### config.mk
export PLATFORM = sky130hd
export DESIGN_NAME = cache_fsm
export DESIGN_NICKNAME = d
export VERILOG_FILES = /design/src/hdl/cache_pkg.sv /design/src/hdl/cache_fsm.sv
export SDC_FILE = /design/constraint.sdc
export NUM_CORES = 1
export LEC_CHECK = 0
export ABC_CLOCK_PERIOD_IN_PS = 1500
export BUFFER_PORTS_ARGS = -buffer_cell sky130_fd_sc_hd__buf_4
export CAP_MARGIN = 20
export CORE_AREA = 8 8 45 47
export DETAILED_ROUTE_END_ITERATION = 12
export DIE_AREA = 0 0 53 55
export MAX_ROUTING_LAYER = met4
export SLEW_MARGIN = 20
export SYNTH_ARGS = -nofsm -noshare
export SYNTH_HDL_FRONTEND = slang
export SYNTH_SLANG_ARGS = --single-unit
### constraint.sdc
create_clock -name clk -period 1.5 [get_ports clk]
set_clock_uncertainty 0.15 [all_clocks]
set_input_delay 0.15 -clock clk [delete_from_list [all_inputs] [get_ports clk]]
set_output_delay 0.15 -clock clk [all_outputs]
set_load 0.05 [all_outputs]
### src/hdl/cache_pkg.sv
package cache_pkg;

  // One data word as seen on the APB port and in main memory
  typedef logic [15:0] data_t;

  // Word address covering the whole backing memory
  typedef logic [11:0] word_addr_t;

  // Word position inside a 4-word line
  typedef logic [1:0] offset_t;

  // Controller states
  // Three of the eight encodings are unused and lead to ST_ERROR
  typedef enum logic [2:0] {
    ST_IDLE       = 3'd0,
    ST_WRITE_BACK = 3'd1,
    ST_FILL       = 3'd2,
    ST_COMPARE    = 3'd3,
    ST_ERROR      = 3'd4
  } ctrl_state_t;

endpackage

### src/hdl/cache_fsm.sv
module cache_fsm (
  input  logic                    clk,
  input  logic                    rst_n,
  input  logic                    psel,
  input  logic                    penable,
  input  logic                    pwrite,
  input  logic                    hit,
  input  logic                    dirty,
  input  logic                    last_beat,
  output logic                    pready,
  output logic                    beat_start,
  output logic                    beat_step,
  output logic                    fill_wr,
  output logic                    cpu_wr,
  output logic                    mem_wr,
  output logic                    addr_sel,
  output cache_pkg::ctrl_state_t  state
);

  cache_pkg::ctrl_state_t state_d;

  always_ff @(posedge clk)
  begin
    if (!rst_n)
      state <= cache_pkg::ST_IDLE;
    else
      state <= state_d;
  end

  always_comb
  begin
    // Everything inactive unless a state asks for it
    state_d    = state;
    pready     = 1'b0;
    beat_start = 1'b0;
    beat_step  = 1'b0;
    fill_wr    = 1'b0;
    cpu_wr     = 1'b0;
    mem_wr     = 1'b0;
    addr_sel   = 1'b0;

    case (state)
      cache_pkg::ST_IDLE:
      begin
        // Only the access phase is acted on, setup is ignored
        if (psel && penable)
        begin
          if (hit)
          begin
            pready = 1'b1;
            cpu_wr = pwrite;
          end
          else
          begin
            beat_start = 1'b1;
            if (dirty)
              state_d = cache_pkg::ST_WRITE_BACK;
            else
              state_d = cache_pkg::ST_FILL;
          end
        end
      end

      cache_pkg::ST_WRITE_BACK:
      begin
        // Victim line goes out one word per cycle
        mem_wr    = 1'b1;
        addr_sel  = 1'b1;
        beat_step = 1'b1;
        if (last_beat)
        begin
          beat_start = 1'b1;
          state_d    = cache_pkg::ST_FILL;
        end
      end

      cache_pkg::ST_FILL:
      begin
        fill_wr   = 1'b1;
        beat_step = 1'b1;
        if (last_beat)
          state_d = cache_pkg::ST_COMPARE;
      end

      cache_pkg::ST_COMPARE:
      begin
        // Line is resident now, so the access finishes here
        pready  = 1'b1;
        cpu_wr  = pwrite;
        state_d = cache_pkg::ST_IDLE;
      end

      cache_pkg::ST_ERROR:
        state_d = cache_pkg::ST_ERROR;

      default:
        state_d = cache_pkg::ST_ERROR;
    endcase
  end

endmodule

After elaboration in Yosys (flattened, before gate mapping)
Index checks and enable logic that the tools add are counted.
- output and inout port bits: 10
- word-level logic and storage cells: 31
- bits in registers: 3
- reductions and logical operators: 4
- eq/ne operators: 7
- muxes and demuxes: 19
- operator list (operator ; count):
    $mux 3 ; 4
    $pmux 3 s4 ; 1
    $mux 1 ; 10
    $ne 2x2->1 const B ; 4
    $eq 3x2->1 const B ; 2
    $pmux 1 s2 ; 3
    $reduce_and 4->1 ; 1
    $eq 3x1->1 const B ; 1
    $logic_not 3->1 ; 1
    $mux 2 ; 1
    $reduce_or 2->1 ; 1
    $logic_and 1x1->1 ; 1

Longest topological paths before layout
- depth after elaboration: 4
- depth in mapped cells: 4

Worst setup path before layout
Ideal clock, no wire load.
- path type: register -> output
- start point: register state[0]
- end point: output mem_wr
- setup slack: -1.294 ns
- data required time: 1.200 ns
- stages on the path, launching flop included: 4
- arrival time: 2.494 ns
- cells stage by stage: dfxtp_1 > buf_2 > nor3b_1 > buf_4
- cells in the longest elaborated chain, start to end: 2
- ends and longest elaborated chain (what ; line ; RTL):
    start: declaration ; cache_fsm.sv:17 ; output cache_pkg::ctrl_state_t state
    start signal: assignment ; cache_fsm.sv:25 ; state <= cache_pkg::ST_IDLE;
    start signal: assignment ; cache_fsm.sv:27 ; state <= state_d;
    $eq 3x1->1 ; -- ;
    $mux 1 ; -- ;
    end: declaration ; cache_fsm.sv:15 ; output logic mem_wr,
No other way between the ends.

Worst setup path in the final report
- start point: register state[1]
- end point: output cpu_wr
- cells in the longest elaborated chain, start to end: 2
- elaborated cells between the ends (all ways): 3
- classes of those cells: 1 x eq/ne; 1 x mux; 1 x reduce/logical
- ends and longest elaborated chain (what ; line ; RTL):
    $eq 3x2->1 / $logic_not 3->1 (equally long branches) ; cache_fsm.sv:42 ; case (state)
    $pmux 1 s2 * ; cache_fsm.sv:42 ;
    end: declaration ; cache_fsm.sv:14 ; output logic cpu_wr,
Mark *: on every way between the ends. The rest lies on a longest branch, timed or not.

==> impl_results.md <==
* LEAKAGE at 0.220 nW
* CP Capture Type: output pin
* Chip Height at 55 microns
* Hold Path Stages at 3
* Htree depth at 1
* Clock latency on the worst-skew pair at 0.23 ns
* Clock Pin Slew Worst Setup and Hold Paths at 0.04 ns
* Max Cap Viol at 0
* DRC at 0
* Vias per cell at 4.50
* Count of pins over their slew limit at 0
* Biggest register: state
* Finished Core Util at 0.371
* Top cell type's share of synthesized area at 0.264
* Post-place instance area at 423 sq um
* Initial DRT Pass Iterations at 1
* Part of the cycle the worst path needs at 1.09
* Initial Utilization at 0.165
* Synth top cells by count: 4 x nor2_1, 4 x nor3b_1, 3 x dfxtp_1
* Total gr overflow at 0
* Starting DRT DRC Count at 0
* Main synth FF type: dfxtp_1
* Hold Violations, Final at 0
* Setup violators final at 2
* Post-synth top area cell: dfxtp_1
* Antenna cells at 0
* R2R setup slack at 0.17 ns
* First-pass GRT wire length at 1420 microns
* Post-Syn Area at 228 sq um
* CTS tree: built
* Period minus WS final at 1.64 ns
* Max reg flops at 3
* Ports at 18
* Least-Margin Pin Slew at 0.313 ns
* Worst r2r src: state[0]
* Core Region at 1380 sq um
* Routed wire length at 844 microns
* Die Width at 53 microns
* Vias in the first global route at 326
* Reg2reg end: state[0]
* Reg2Reg Depth at 4
* Pin count of the biggest net entering global routing at 11
* Share of cells above drive strength 1 at 0.700
* Port Buf Inserts at 17
* Wire per inst at 12.8 microns
* Area contributors post-synth: dfxtp_1 26%, nor3b_1 13%, buf_4 6.6%, nor2_1 6.6%, and4bb_1 5.5%
* HP Start: last_beat
* CP arrival at 1.34 ns
* Design Area, Final at 513 sq um
* Asr flop ratio synth at 0
* Post-synth EDFFs at 0
* Register bit total from synthesis at 3
* Status: finished, violations left
* Total chip power at 0.000348 W
* Ys Warns at 0
* Post-layout nets at 59
* Vias at 297
* Synthesized net count at 37
* CTS max path bufs at 2
* Syn_area_per_cell at 7.85 sq um
* Num CTS Buffers at 3
* Area grow syn2layout at 125%
* Post-CTS setup buffers at 0
* Pre-CTS setup slack at 0.0845 ns
* Register area at 68.8 sq um
* FILL cells at 143
* Clk sinks at 3
* Die ar. at 2920 sq um
* Setup slack after layout at -0.140 ns
* Biggest regs: state x3
* Multi-input logic area at 201 sq um
* Max_slew headroom at 0.791
* Final RePlAce weighted congestion at 0.715
* Total GRT Usage at 0.0720
* Max VDD drop at 0.347 mV
* HP Class: in2reg
* Root Driver: clkbuf_4
* CP required at 1.20 ns
* Core Rows at 14
* Pwr per Cell Area at 679 nW/um^2
* Netlist cell types at 18
* RSZ-0062 raised after global routing: true
* Startpoint types: flip-flop
* WS Path Type: reg2out
* Worst Hold Endpoint: state[1]
* Achievable Freq at 0.610 GHz
* Remaining antenna violation count at 0
* Post-synthesis cell count at 29
* Initial antenna violation count at 0
* Crit path max fanout at 3
* Sequential element share of the synthesized area at 0.264
* Failing checks: setup timing
-- worst max-delay path, cell delays in order (launching register included) --
cell and delay, ns:
dfxtp_4 0.34, and4bb_1 0.31, a21boi_2 0.09, nor3b_4 0.18
buf_6 0.18
-- placed cells by master (no fill, tap or decap), types with 2 or more instances in the layout --
cell type | synthesis | routed
buf_4 | 2 | 12
buf_6 | 0 | 7
nor2_2 | 0 | 3
clkbuf_4 | 0 | 3
inv_1 | 2 | 2
nor3b_4 | 0 | 2
nor3b_1 | 4 | 2
dlygate4sd3_1 | 0 | 2
dfxtp_4 | 0 | 2
-- repair_timing --
item                                    in CTS  in global routing
endpoints found under the setup margin       3                  7
cloned                                       0                  0
hold endpoints to repair                     2                  0
gates resized for setup                      5                  5
hold buffers                                 2                  0
pin swaps                                    3                  1
-- cell type report --
| class | instances | share of cell area |
|---|---|---|
| clock buffer | 4 | 0.0512 |
| inverter | 2 | 0.0146 |
| multi-input combinational | 20 | 0.393 |
| sequential | 3 | 0.134 |
| tap | 16 | 0.0390 |
| timing repair buffer | 21 | 0.368 |
-- worst max-delay path by stage --
stage	slack, ns	depth (start not counted)	start	end
floorplan	-0.21	4	state[0]	cpu_wr
global placement	0.09	4	state[0]	cpu_wr
detailed placement	0.08	4	state[0]	cpu_wr
CTS	-0.13	4	state[1]	cpu_wr
global route	-0.21	4	state[0]	cpu_wr
finish	-0.14	4	state[1]	cpu_wr
-- layer usage --
metal	global-route usage	wire, microns	vias to the layer above
li1	-	-	148
met3	0.0428	65	2
met2	0.0918	354	16
met5	-	0	-
met1	0.0758	403	131
met4	0.0647	21	0
-- logic make-up (layout without fill, tap and decap cells) --
| logic type | after synthesis | count (layout) | share of synthesized area |
|---|---|---|---|
| xor gates and xnor gates | 1 | 1 | 0.0385 |
| AOI/OAI and AO/OA | 4 | 4 | 0.148 |
| DFF | 3 | 3 | 0.264 |
| and+or+nand+nor | 15 | 15 | 0.412 |
| buffers and inverters | 6 | 27 | 0.137 |
-- power by group --
group / leakage (nW) / total (W) / internal (W) / switching (W)
clock network: 0.0150 / 0.000144 / 0.0000999 / 0.0000444
registers: 0.0263 / 0.0000826 / 0.0000802 / 0.00000242
logic: 0.179 / 0.000121 / 0.0000526 / 0.0000689
total: 0.220 / 0.000348 / 0.000233 / 0.000116
-- through the flow --
stage	setup TNS, ns	hold slack, ns	std cells
6_report	-0.200	0.219	66
5_1_grt	-0.438	0.249	66
4_1_cts	-0.191	0.216	66
3_5_place_dp	0	0.201	60
3_3_place_gp	0	0.205	60
2_1_floorplan	-0.655	0.0938	29
No activity file was read; power rests on OpenSTA's default activity.
