===== config.mk =====
export PLATFORM = sky130hd
export DESIGN_NAME = cache_array
export DESIGN_NICKNAME = d
export VERILOG_FILES = /design/src/hdl/cache_pkg.sv /design/src/hdl/cache_array.sv
export SDC_FILE = /design/constraint.sdc
export NUM_CORES = 1
export LEC_CHECK = 0
export BUFFER_PORTS_ARGS = -buffer_cell sky130_fd_sc_hd__buf_2
export CORE_MARGIN = 10
export CORE_UTILIZATION = 55
export DETAILED_ROUTE_END_ITERATION = 16
export PLACE_DENSITY_LB_ADDON = 0.08
export RECOVER_POWER = 25
export SYNTH_ARGS = -nofsm -noshare
export SYNTH_HDL_FRONTEND = slang
export SYNTH_SLANG_ARGS = --single-unit

===== constraint.sdc =====
create_clock -name clk -period 6.1 [get_ports clk]
set_input_delay 1.525 -clock clk [delete_from_list [all_inputs] [get_ports clk]]
set_output_delay 1.525 -clock clk [all_outputs]
set_load 0.05 [all_outputs]

===== src/hdl/cache_pkg.sv =====
package cache_pkg;

  // One data word as seen on the APB port and in main memory
  typedef logic [15:0] data_t;

  // Word address covering the whole backing memory
  typedef logic [11:0] word_addr_t;

  // Word position inside a 4-word line
  typedef logic [1:0] offset_t;

  // Controller states
  // Three of the eight encodings are unused and lead to ST_ERROR
  typedef enum logic [2:0] {
    ST_IDLE       = 3'd0,
    ST_WRITE_BACK = 3'd1,
    ST_FILL       = 3'd2,
    ST_COMPARE    = 3'd3,
    ST_ERROR      = 3'd4
  } ctrl_state_t;

endpackage


===== src/hdl/cache_array.sv =====
module cache_array #(
  parameter int INDEX_BITS = 3
) (
  input  logic                  clk,
  input  logic                  rst_n,
  input  cache_pkg::word_addr_t cpu_addr,
  input  cache_pkg::data_t      cpu_wdata,
  input  cache_pkg::offset_t    beat,
  input  logic                  fill_wr,
  input  logic                  cpu_wr,
  input  logic                  addr_sel,
  input  cache_pkg::data_t      fill_data,
  output logic                  hit,
  output logic                  dirty,
  output cache_pkg::data_t      cpu_rdata,
  output cache_pkg::data_t      line_rdata,
  output cache_pkg::word_addr_t mem_addr
);

  localparam int ADDR_BITS = $bits(cache_pkg::word_addr_t);
  localparam int OFF_BITS  = $bits(cache_pkg::offset_t);
  localparam int TAG_BITS  = ADDR_BITS - INDEX_BITS - OFF_BITS;
  localparam int LINES     = 1 << INDEX_BITS;

  logic [TAG_BITS-1:0]   tag_q [LINES];
  logic [LINES-1:0]      valid_q;
  logic [LINES-1:0]      dirty_q;
  cache_pkg::data_t      data_q [LINES << OFF_BITS];

  logic [TAG_BITS-1:0]   cpu_tag;
  logic [INDEX_BITS-1:0] cpu_index;
  cache_pkg::offset_t    cpu_offset;
  logic                  fill_last;

  // Address split into tag, index and word offset
  assign cpu_tag    = cpu_addr[ADDR_BITS-1 -: TAG_BITS];
  assign cpu_index  = cpu_addr[OFF_BITS +: INDEX_BITS];
  assign cpu_offset = cpu_addr[OFF_BITS-1:0];

  assign fill_last = fill_wr && (&beat);

  // Lookup for the indexed line
  assign hit   = valid_q[cpu_index] && (tag_q[cpu_index] == cpu_tag);
  assign dirty = valid_q[cpu_index] && dirty_q[cpu_index];

  assign cpu_rdata  = data_q[{cpu_index, cpu_offset}];
  assign line_rdata = data_q[{cpu_index, beat}];

  // Victim address during write-back, requested line during fill
  assign mem_addr = addr_sel ? {tag_q[cpu_index], cpu_index, beat}
                             : {cpu_tag, cpu_index, beat};

  always_ff @(posedge clk)
  begin
    if (fill_wr)
      data_q[{cpu_index, beat}] <= fill_data;
    else if (cpu_wr)
      data_q[{cpu_index, cpu_offset}] <= cpu_wdata;
  end

  // Tag changes only once the whole line is in
  always_ff @(posedge clk)
  begin
    if (fill_last)
      tag_q[cpu_index] <= cpu_tag;
  end

  always_ff @(posedge clk)
  begin
    if (!rst_n)
    begin
      valid_q <= '0;
      dirty_q <= '0;
    end
    else if (fill_last)
    begin
      valid_q[cpu_index] <= 1'b1;
      dirty_q[cpu_index] <= 1'b0;
    end
    else if (cpu_wr)
      dirty_q[cpu_index] <= 1'b1;
  end

endmodule


### Word-level counts from Yosys, hierarchy flattened

Memory sizes are Yosys's and may differ from the RTL's.
Cells that the tools add are included.

| operators by class | value |
|---|---|
| reductions and logical operators | 7 |
| bitwise logic cells | 4 |
| mux-type cells | 19 |
| $lt $le $gt $ge | 2 |
| eq/ne operators | 1 |

Operators with widths:

| kind | count |
|---|---|
| $mux W16 | 1 |
| $mux W8 | 2 |
| $or A8 B8 Y8 | 2 |
| $reduce_or A16 Y1 | 1 |
| $mux W12 | 1 |
| $mux W1 | 11 |
| $and A8 B8 Y8 | 1 |
| $not A8 Y8 | 1 |
| $eq A7 B7 Y1 | 1 |
| $bmux W1 S3 | 2 |
| $mux W5 | 1 |
| $logic_and A1 B1 Y1 | 4 |
| $lt A3 B4 Y1 const B | 1 |
| $demux W1 S3 | 1 |
| $ge A3 B1 Y1 const B | 1 |
| $reduce_and A2 Y1 | 1 |
| $reduce_bool A2 Y1 | 1 |

| word-level totals | value |
|---|---|
| bits in registers | 16 |
| logic and storage cells | 37 |
| bits in writable memories | 568 |
| memories kept | 2 |
| output and inout bits | 46 |
| bits of input ports | 51 |

Memory list:

| memory | depth | bits a word | rd ports | clocked after Yosys merged registers in | wr ports | line | text |
|---|---|---|---|---|---|---|---|
| data_q | 32 | 16 | 2 | 0 | 1 | cache_array.sv:28 | `cache_pkg::data_t data_q [LINES << OFF_BITS];` |
| tag_q | 8 | 7 | 1 | 0 | 1 | cache_array.sv:25 | `logic [TAG_BITS-1:0] tag_q [LINES];` |

### Depth between registers and ports, before layout

Gate-level depths: netlist (run 1).

| logic depth | value |
|---|---|
| depth in word-level cells | 7 |
| mapped depth | 9 |
| mapped depth without buffers | 5 |

### Worst setup path after synthesis (run 1)

Ideal clock, no wire load.

| timing path | value |
|---|---|
| path type | input -> output |
| from | in cpu_addr[2] |
| to | out hit |
| arrival | 3.643 ns |
| path buffers | 3 |
| data required time | 4.575 ns |
| path slack | 0.932 ns |
| stages on the path | 7 |
| cell sequence | buf_6 buf_2 buf_2 mux2i_1 xor2_1 nand4_1 nor4_2 |

| between the ends | value |
|---|---|
| cells in the longest elaborated chain, start to end | 3 |
| elaborated cells on any way between the ends | 5 |
| classes of those cells | eq/ne: 1; mux: 2; reduce/logical: 1; memory: 1 |

RTL lines:

| what | line | text |
|---|---|---|
| start: declaration | cache_array.sv:6 | `input cache_pkg::word_addr_t cpu_addr,` |
| $mem_v2 Z8 W7 or $bmux W1 S3 (tied branches) | -- |  |
| $eq A7 B7 Y1 or $mux W1 (tied branches) | cache_array.sv:43 | `assign hit = valid_q[cpu_index] && (tag_q[cpu_index] == cpu_tag);` |
| $logic_and A1 B1 Y1 (*) | cache_array.sv:43 |  |
| end: declaration | cache_array.sv:13 | `output logic hit,` |

Mark *: on every way between the ends. The rest lies on a longest branch, timed or not. The select of a mux whose other input is x is not followed.

### Worst setup path after layout (run 1)

| timing path | value |
|---|---|
| from | in cpu_addr[3] |
| to | out hit |

Same word-level chain as after synthesis.

==> flow_metrics.py, run 1 <==
metrics = {
    "run_status": {
        "status": "completed",
    },
    "yosys": {
        "synth_largest_area_cell": "edfxtp_1",
        "synth_area_um2": 26200,
        "yosys_most_used_dff": "edfxtp_1",
        "yosysSeqAreaShare_pct": 66.3,
        "synthTopCellsByCount": "568 x edfxtp_1, 270 x mux4_2, 127 x a22oi_1, 52 x clkbuf_1, 47 x nor2_1",
        "synthTopCellsByArea": "edfxtp_1 65%, mux4_2 23%, a22oi_1 3.6%",
        "postSynth.asyncResetShare_pct": 0,
        "synth.most_common_cell": "edfxtp_1",
        "ys_ff_latch": 584,
        "synth_fp_nets": 1339,
        "yosysTopAreaCellShare_pct": 65.1,
        "netlist-cell-type-count": 37,
        "synth_edf_count": 568,
        "yosysWarnings": 0,
        "synth_area_per_cell_um2": 20.3,
        "syn_inst": 1288,
    },
    "global_routing": {
        "use_met2_pct": 40.4,
        "grt_pass1_wl_mm": 103,
        "top_usage_layer": "met2",
        "grt_pass1_vias": 14800,
        "grt_overflow_total": 0,
        "grt_antenna_before_repair": 0,
        "gr-usage-all-layers_pct": 25.1,
        "met1_usage_pct": 34.9,
        "grt_start_max_net_pins": 48,
        "grt.met3_usage_pct": 4.68,
    },
    "place": {
        "gp_congestion": 0.820,
        "detailed_place_hpwl_mm": 44.3,
        "port_buffers": 96,
    },
    "routing": {
        "vias": 14600,
        "dr.pass1.iters": 5,
        "drtAntennaViolNets": 0,
        "drc": 0,
        "finalWirelength_mm": 70.8,
        "wl_per_cell_um": 34.3,
        "viasPerCell": 7.10,
        "drt_iter0_drc": 1624,
    },
    "critical_path": {
        "crit_path_max_fanout": 26,
        "start_kind": "primary input",
        "endpoint_kind": "output pin",
        "crit_type": "in -> out",
        "crit_required_ps": 4580,
        "r2r_cells": 2,
        "arrival_ps": 3830,
    },
    "final_layout": {
        "layout.nets": 1460,
        "area_delta_synth_final_pct": 13.3,
        "drive_gt1_share_pct": 39.4,
    },
    "timing": {
        "tightest_slew_ps": 1460,
        "setup_viol_count_final": 0,
        "max_freq_mhz": 187,
        "rsz0062_at_grt": "false",
        "tns_ps": 0,
        "hold_violations": 0,
        "fin_crit_sh_pct": 87.8,
        "clock_skew_ps": 0,
        "final_max_slew_viol_count": 0,
        "worst_hold_slack_ps": 467,
        "slew_headroom_pct": 2.57,
        "fin_crit_ps": 5350,
    },
    "pwr": {
        "power_uw": 9030,
        "p_sw_uw": 2120,
        "peakVddDrop_mv": 0.274,
        "combPwrFrac_pct": 9.6,
        "leakagePower_uw": 0.00936,
        "swShare_pct": 23.4,
        "power.density_nw_per_um2": 304,
        "p_int_uw": 6910,
        "seq_power_share_pct": 50.2,
        "p_clk_share_pct": 40.2,
    },
    "min_path": {
        "worstHoldPathCells": 1,
        "holdCritPathClass": "reg -> reg",
    },
    "clocking": {
        "postCtsSetupBuffers": 0,
        "cts_root_buf": "clkbuf_16",
        "clock_latency_ps": 620,
        "cts_buffer_depth": 3,
        "hold_buffers": 0,
        "htreeDepth": 2,
        "cts.clk_slew.worst_paths_ps": 60,
        "cts_tree": "built",
        "cts.sinks": 584,
        "cts_inserted_buffers": 59,
        "cts_resized": 0,
    },
    "floorplan": {
        "design.die.area_um2": 56800,
        "fp.dieW_um": 238,
        "core.rowCount": 79,
        "die_h_um": 238,
        "coreArea_um2": 46900,
        "initial_core_util_pct": 55.9,
        "pin_count": 97,
    },
    "flow_run": {
        "drv_cap": 0,
    },
}
## cells by family (layout without fill, tap and decap cells)
logic type             after synthesis  count (layout)  share of synthesized area [%]
flip-flops                         584             584                           66.3
multiplexers                       299             299                           24.5
AO/OA/AOI/OAI                      161             161                           4.48
AND/OR/NAND/NOR                    125             125                           2.45
buffers and inverters              112             280                           2.02
XOR/XNOR                             7               7                          0.234
other                                0               1                              0
## critical path: stages
cell     delay [ps]
buf_2           580
mux4_2          600
mux2i_1         240
xor2_1          190
nand4_1         110
nor4_2          270
buf_2           300
## power groups by stage
stage / sequential [uW] / combinational [uW] / clock, uW
floorplan: 4610 / 597 / 0
global placement: 4610 / 865 / 0
detailed placement: 4620 / 872 / 0
CTS: 4530 / 875 / 3660
global route: 4540 / 914 / 3820
finish: 4540 / 867 / 3630
## cell usage in the layout (no fill, tap or decap), types with 3 or more instances in the layout
cell / count
a21oi_1: 15
a22oi_1: 127
a31oi_1: 4
and2_2: 3
buf_12: 13
buf_2: 84
buf_4: 60
bufinv_16: 8
clkbuf_1: 14
clkbuf_16: 59
clkinv_1: 14
clkinv_2: 19
dfxtp_1: 16
edfxtp_1: 568
mux2_1: 10
mux2_2: 7
mux2i_1: 9
mux4_2: 270
nand2_1: 15
nand3_1: 4
nand4_1: 31
nor2_1: 13
nor2_2: 32
nor2b_1: 3
nor3_1: 3
nor3b_1: 11
o21a_1: 8
xor2_1: 5
## stage by stage
step | area [um^2] | worst slack (ps) | instances | utilization [%]
3_5_place_dp | 27800 | 731 | 1955 | 59.3
5_1_grt | 29700 | 602 | 2063 | 63.4
2_1_floorplan | 26200 | 932 | 1288 | -
6_report | 29700 | 747 | 2064 | 63.4
3_3_place_gp | 27800 | 724 | 1955 | 59.3
4_1_cts | 29700 | 715 | 2063 | 63.4
## flip-flops by register name, summed over array words and instances, names as in the netlist, named ones only
name,cells
data_q,512
tag_q,56
valid_q,8
## layer usage
metal / vias up / wire (um)
met3: 135 / 6130
met1: 7913 / 28200
met2: 711 / 34400
met4: 0 / 2090
met5: - / 0
li1: 5888 / -
## area by class of cell
type                            instances  area (um^2)
Clock buffer                           64         1500
Antenna cell                            1         2.50
Fill cell                            3252        17200
Inverter                                2         7.51
Sequential cell                       584        17400
Timing Repair Buffer                  170         1220
Multi-Input combinational cell        592         8420
Clock inverter                         44          412
Tap cell                              607          759
## path summary, 6_finish.rpt
kind | slack [ps] | startpoint | to
max reg2reg | 5430 | flip-flop | flip-flop
min | 470 | valid_q[2] | valid_q[2]
min reg2reg | 470 | valid_q[2] | valid_q[2]
max | 750 | cpu_addr[3] | hit
No activity file was read; power rests on OpenSTA's default activity.
==> run 2: changes to the inputs <==
--- a/config.mk
+++ b/config.mk
@@ -9,7 +9,7 @@
 export CORE_MARGIN = 10
 export CORE_UTILIZATION = 55
 export DETAILED_ROUTE_END_ITERATION = 16
-export PLACE_DENSITY_LB_ADDON = 0.08
+export PLACE_DENSITY = 0.72
 export RECOVER_POWER = 25
 export SYNTH_ARGS = -nofsm -noshare
 export SYNTH_HDL_FRONTEND = slang
==> flow_metrics.py, run 2 (same netlist as run 1, synthesis figures left out) <==
metrics = {
    "run_status": {
        "status": "completed",
    },
    "routing": {
        "finalWirelength_mm": 68.3,
        "viasPerCell": 7.01,
        "wl_per_cell_um": 33.0,
        "drtAntennaViolNets": 0,
        "drc": 0,
        "drt_iter0_drc": 1952,
        "dr.pass1.iters": 5,
        "vias": 14500,
    },
    "critical_path": {
        "endpoint_kind": "output pin",
        "cp_cell_sequence": "buf_2 -> buf_4 -> nor3_4 -> buf_4 -> a22o_1 -> a221oi_1 -> a21boi_1 -> buf_2",
        "cp_top_family": "buffers and inverters",
        "arrival_ps": 3870,
        "crit_path_max_fanout": 18,
        "reg2reg_slack_ps": 5430,
        "start_kind": "primary input",
        "path_buf_inv": 4,
        "cpPeakStageDelay_ps": 670,
        "crit_type": "in -> out",
        "crit_slowest_cell": "nor3_4",
        "crit_required_ps": 4580,
        "r2r_cells": 2,
    },
    "clocking": {
        "htreeDepth": 2,
        "hold_buffers": 0,
        "cts_resized": 0,
        "cts_buffer_depth": 3,
        "cts_root_buf": "clkbuf_16",
        "cts_inserted_buffers": 57,
        "clock_latency_ps": 620,
        "postCtsSetupBuffers": 0,
        "cts.clk_slew.worst_paths_ps": 60,
        "cts.sinks": 584,
        "cts_tree": "built",
    },
    "floorplan": {
        "coreArea_um2": 46900,
        "initial_core_util_pct": 55.9,
        "pin_count": 97,
        "fp.dieW_um": 238,
        "die_h_um": 238,
        "design.die.area_um2": 56800,
        "core.rowCount": 79,
    },
    "timing": {
        "final.setup.worst_slack_ps": 709,
        "setup_viol_count_final": 0,
        "tightest_slew_ps": 1280,
        "hold_violations": 0,
        "slew_headroom_pct": 14.0,
        "rsz0062_at_grt": "false",
        "clock_skew_ps": 0,
        "tns_ps": 0,
        "fin_crit_sh_pct": 88.4,
        "final_max_slew_viol_count": 0,
        "max_freq_mhz": 185,
        "fin_crit_ps": 5390,
    },
    "global_routing": {
        "grt_pass1_wl_mm": 101,
        "grt_overflow_total": 0,
        "gr-usage-all-layers_pct": 24.3,
        "grt_antenna_before_repair": 0,
        "grt_pass1_vias": 15200,
        "grt_start_max_net_pins": 38,
    },
    "final_layout": {
        "regMostFlops": "data_q",
        "layout.nets": 1465,
        "final_area_um2": 29700,
        "final_cell_mix": "568 x edfxtp_1, 270 x mux4_2, 127 x a22oi_1",
        "antenna_cells": 0,
        "area_delta_synth_final_pct": 13.2,
        "top_regs": "data_q: 512 flops, tag_q: 56 flops, valid_q: 8 flops",
        "nFillCells": 3185,
        "final_common_cell": "edfxtp_1",
        "drive_gt1_share_pct": 38.8,
        "largest_register_ffs": 512,
    },
    "pwr": {
        "leakagePower_uw": 0.00933,
        "p_clk_share_pct": 39.1,
        "power.density_nw_per_um2": 299,
        "combPwrFrac_pct": 9.7,
        "p_sw_uw": 2050,
        "p_int_uw": 6830,
        "power_uw": 8870,
        "seq_power_share_pct": 51.1,
        "swShare_pct": 23.1,
        "peakVddDrop_mv": 0.238,
    },
    "min_path": {
        "worstHoldPathCells": 1,
        "holdCritPathClass": "reg -> reg",
        "holdPathEnd": "valid_q[3]",
        "hp-start": "valid_q[3]",
    },
    "place": {
        "gp_congestion": 0.811,
        "port_buffers": 96,
        "dpl-instance-area_um2": 27900,
        "detailed_place_hpwl_mm": 43.2,
        "pre_cts_slack_ps": 680,
    },
    "flow_run": {
        "drv_cap": 0,
    },
}
-- run 2: cell count changes in the layout (fill, tap and decap cells not counted), moves of 2 or more --
cell	previous run	this run
buf_12	13	15
buf_4	60	63
bufinv_16	8	5
clkbuf_1	14	30
clkbuf_8	0	4
clkinv_1	14	11
clkinv_2	19	7
mux2_1	10	7
mux2_2	7	10
-- run 2: metal layers --
metal / part of all wire (%) / wire length (um) / global-route usage, % / vias up
li1: - / - / - / 5897
met1: 37 / 25300 / 33.6 / 7623
met2: 49 / 33300 / 38.6 / 842
met3: 11 / 7220 / 4.28 / 134
met4: 3.5 / 2380 / 8.97 / 0
met5: 0 / 0 / 0 / -
-- run 2: worst max-delay path by stage --
| stage | from | endpoint | slack [ps] | cells past startpoint |
|---|---|---|---|---|
| after CTS | cpu_addr[3] | hit | 680 | 7 |
| final | cpu_addr[2] | dirty | 710 | 8 |
| after detailed placement | cpu_addr[3] | hit | 680 | 7 |
| after global placement | cpu_addr[3] | hit | 690 | 7 |
| after floorplan | cpu_addr[2] | hit | 930 | 7 |
| after global routing | cpu_addr[3] | hit | 550 | 7 |
-- run 2: power by group through the flow --
stage / Combinational, uW / Clock [uW] / Sequential (uW)
after detailed placement: 867 / 0 / 4620
final: 862 / 3470 / 4540
after floorplan: 597 / 0 / 4610
after global routing: 911 / 3670 / 4540
after global placement: 857 / 0 / 4610
after CTS: 871 / 3510 / 4540
-- run 2: metrics by stage --
step / hold WS (ps) / cells / util (%)
after floorplan: 435 / 1288 / -
after global placement: 442 / 1962 / 59.5
after detailed placement: 448 / 1962 / 59.5
after CTS: 462 / 2068 / 63.4
after global routing: 483 / 2068 / 63.3
final: 460 / 2068 / 63.3
-- run 2: layout make-up --
| type | instances | area (um^2) | share of cell area [%] |
|---|---|---|---|
| Clock buffer | 81 | 1580 | 5.32 |
| Clock inverter | 25 | 250 | 0.843 |
| Inverter | 2 | 7.51 | 0.0253 |
| Multi-Input combinational cell | 592 | 8420 | 28.4 |
| Sequential cell | 584 | 17400 | 58.6 |
| Tap cell | 607 | 759 | 2.56 |
| Timing Repair Buffer | 177 | 1290 | 4.34 |
==> run 3: changes to the inputs <==
--- a/config.mk
+++ b/config.mk
@@ -10,7 +10,7 @@
 export CORE_UTILIZATION = 55
 export DETAILED_ROUTE_END_ITERATION = 16
 export PLACE_DENSITY = 0.72
-export RECOVER_POWER = 25
+export SKIP_LAST_GASP = 1
 export SYNTH_ARGS = -nofsm -noshare
 export SYNTH_HDL_FRONTEND = slang
 export SYNTH_SLANG_ARGS = --single-unit
==> flow_metrics.py, run 3 (same netlist as run 1, synthesis figures left out) <==
metrics = {
    "run_status": {
        "status": "completed",
    },
    "routing": {
        "finalWirelength_mm": 68.6,
        "viasPerCell": 7.07,
        "drc": 0,
        "vias": 14600,
        "drtAntennaViolNets": 0,
        "drt_iter0_drc": 1807,
        "wl_per_cell_um": 33.2,
        "dr.pass1.iters": 5,
    },
    "final_layout": {
        "final_cell_mix": "568 x edfxtp_1, 270 x mux4_2, 127 x a22oi_1",
        "antenna_cells": 0,
        "top_regs": "data_q: 512 flops, tag_q: 56 flops, valid_q: 8 flops",
        "multiInputGateArea_um2": 8420,
        "regMostFlops": "data_q",
        "largest_register_ffs": 512,
        "layout.area.seq_um2": 17400,
        "drive_gt1_share_pct": 40.1,
        "area_delta_synth_final_pct": 13.4,
        "nFillCells": 3175,
        "layout.nets": 1465,
        "final_common_cell": "edfxtp_1",
    },
    "critical_path": {
        "crit_required_ps": 4580,
        "endpoint_kind": "output pin",
        "start_kind": "primary input",
        "crit_type": "in -> out",
        "crit_path_max_fanout": 26,
        "arrival_ps": 3840,
    },
    "timing": {
        "clock_skew_ps": 0,
        "rsz0062_at_grt": "false",
        "max_freq_mhz": 186,
        "fin_crit_sh_pct": 87.9,
        "tns_ps": 0,
        "worst_hold_slack_ps": 460,
        "final_max_slew_viol_count": 0,
        "tightest_slew_ps": 1290,
        "hold_violations": 0,
        "setup_viol_count_final": 0,
        "fin_crit_ps": 5360,
        "slew_headroom_pct": 13.5,
    },
    "floorplan": {
        "pin_count": 97,
        "fp.dieW_um": 238,
        "initial_core_util_pct": 55.9,
        "coreArea_um2": 46900,
        "design.die.area_um2": 56800,
        "core.rowCount": 79,
        "die_h_um": 238,
    },
    "place": {
        "gp_congestion": 0.811,
        "detailed_place_hpwl_mm": 43.2,
        "port_buffers": 96,
    },
    "pwr": {
        "peakVddDrop_mv": 0.237,
        "leakagePower_uw": 0.00936,
        "power.density_nw_per_um2": 299,
    },
    "global_routing": {
        "grt_pass1_wl_mm": 101,
        "grt_pass1_vias": 15200,
        "grt_overflow_total": 0,
        "gr-usage-all-layers_pct": 24.3,
        "grt_antenna_before_repair": 0,
        "grt_start_max_net_pins": 38,
    },
    "clocking": {
        "cts_root_buf": "clkbuf_16",
        "cts.sinks": 584,
        "cts_inserted_buffers": 57,
        "postCtsSetupBuffers": 0,
        "cts_buffer_depth": 3,
        "clock_latency_ps": 620,
        "cts_resized": 0,
        "cts.clk_slew.worst_paths_ps": 60,
        "hold_buffers": 0,
        "htreeDepth": 2,
        "cts_tree": "built",
    },
    "flow_run": {
        "drv_cap": 0,
    },
    "min_path": {
        "holdCritPathClass": "reg -> reg",
    },
}
-- run 3: area by class of cell --
cell class,count,share of cell area (%)
Inverter,2,0.0253
Sequential cell,584,58.5
Timing Repair Buffer,177,4.41
Tap cell,607,2.56
Clock buffer,81,5.31
Clock inverter,25,0.842
Multi-Input combinational cell,592,28.4
-- run 3: final timing paths --
check / cells past startpoint / startpoint / slack (ps) / endpoint
min: 1 / valid_q[3] / 460 / valid_q[3]
max reg2reg: 2 / flip-flop / 5430 / flip-flop
min reg2reg: 1 / valid_q[3] / 460 / valid_q[3]
max: 7 / cpu_addr[3] / 740 / hit
-- run 3: per-stage QoR --
step | instances | total power [uW] | worst slack (ps) | util (%) | area, um^2
global route | 2068 | 9120 | 549 | 63.4 | 29700
floorplan | 1288 | 5200 | 932 | - | 26200
detailed placement | 1962 | 5490 | 680 | 59.5 | 27900
finish | 2068 | 8880 | 736 | 63.4 | 29700
CTS | 2068 | 8910 | 678 | 63.4 | 29700
global placement | 1962 | 5470 | 695 | 59.5 | 27900
-- run 3: routing by layer --
layer | share of wire [%] | track usage [%] | vias to the layer above | routed length [um]
met3 | 10 | 4.28 | 142 | 6830
li1 | - | - | 5897 | -
met1 | 38 | 33.6 | 7757 | 25900
met5 | 0 | 0 | - | 0
met2 | 49 | 38.6 | 830 | 33300
met4 | 3.6 | 8.97 | 0 | 2470
-- run 3: where the power goes --
group	switching, uW	internal, uW
Sequential	29.5	4510
Clock	1470	2000
Combinational	548	318
-- run 3: worst max-delay path, stage by stage --
cell,delay (ps)
buf_2,560
mux4_2,580
mux2i_1,220
xor2_1,180
nand4_1,180
nor4_2,280
buf_2,300
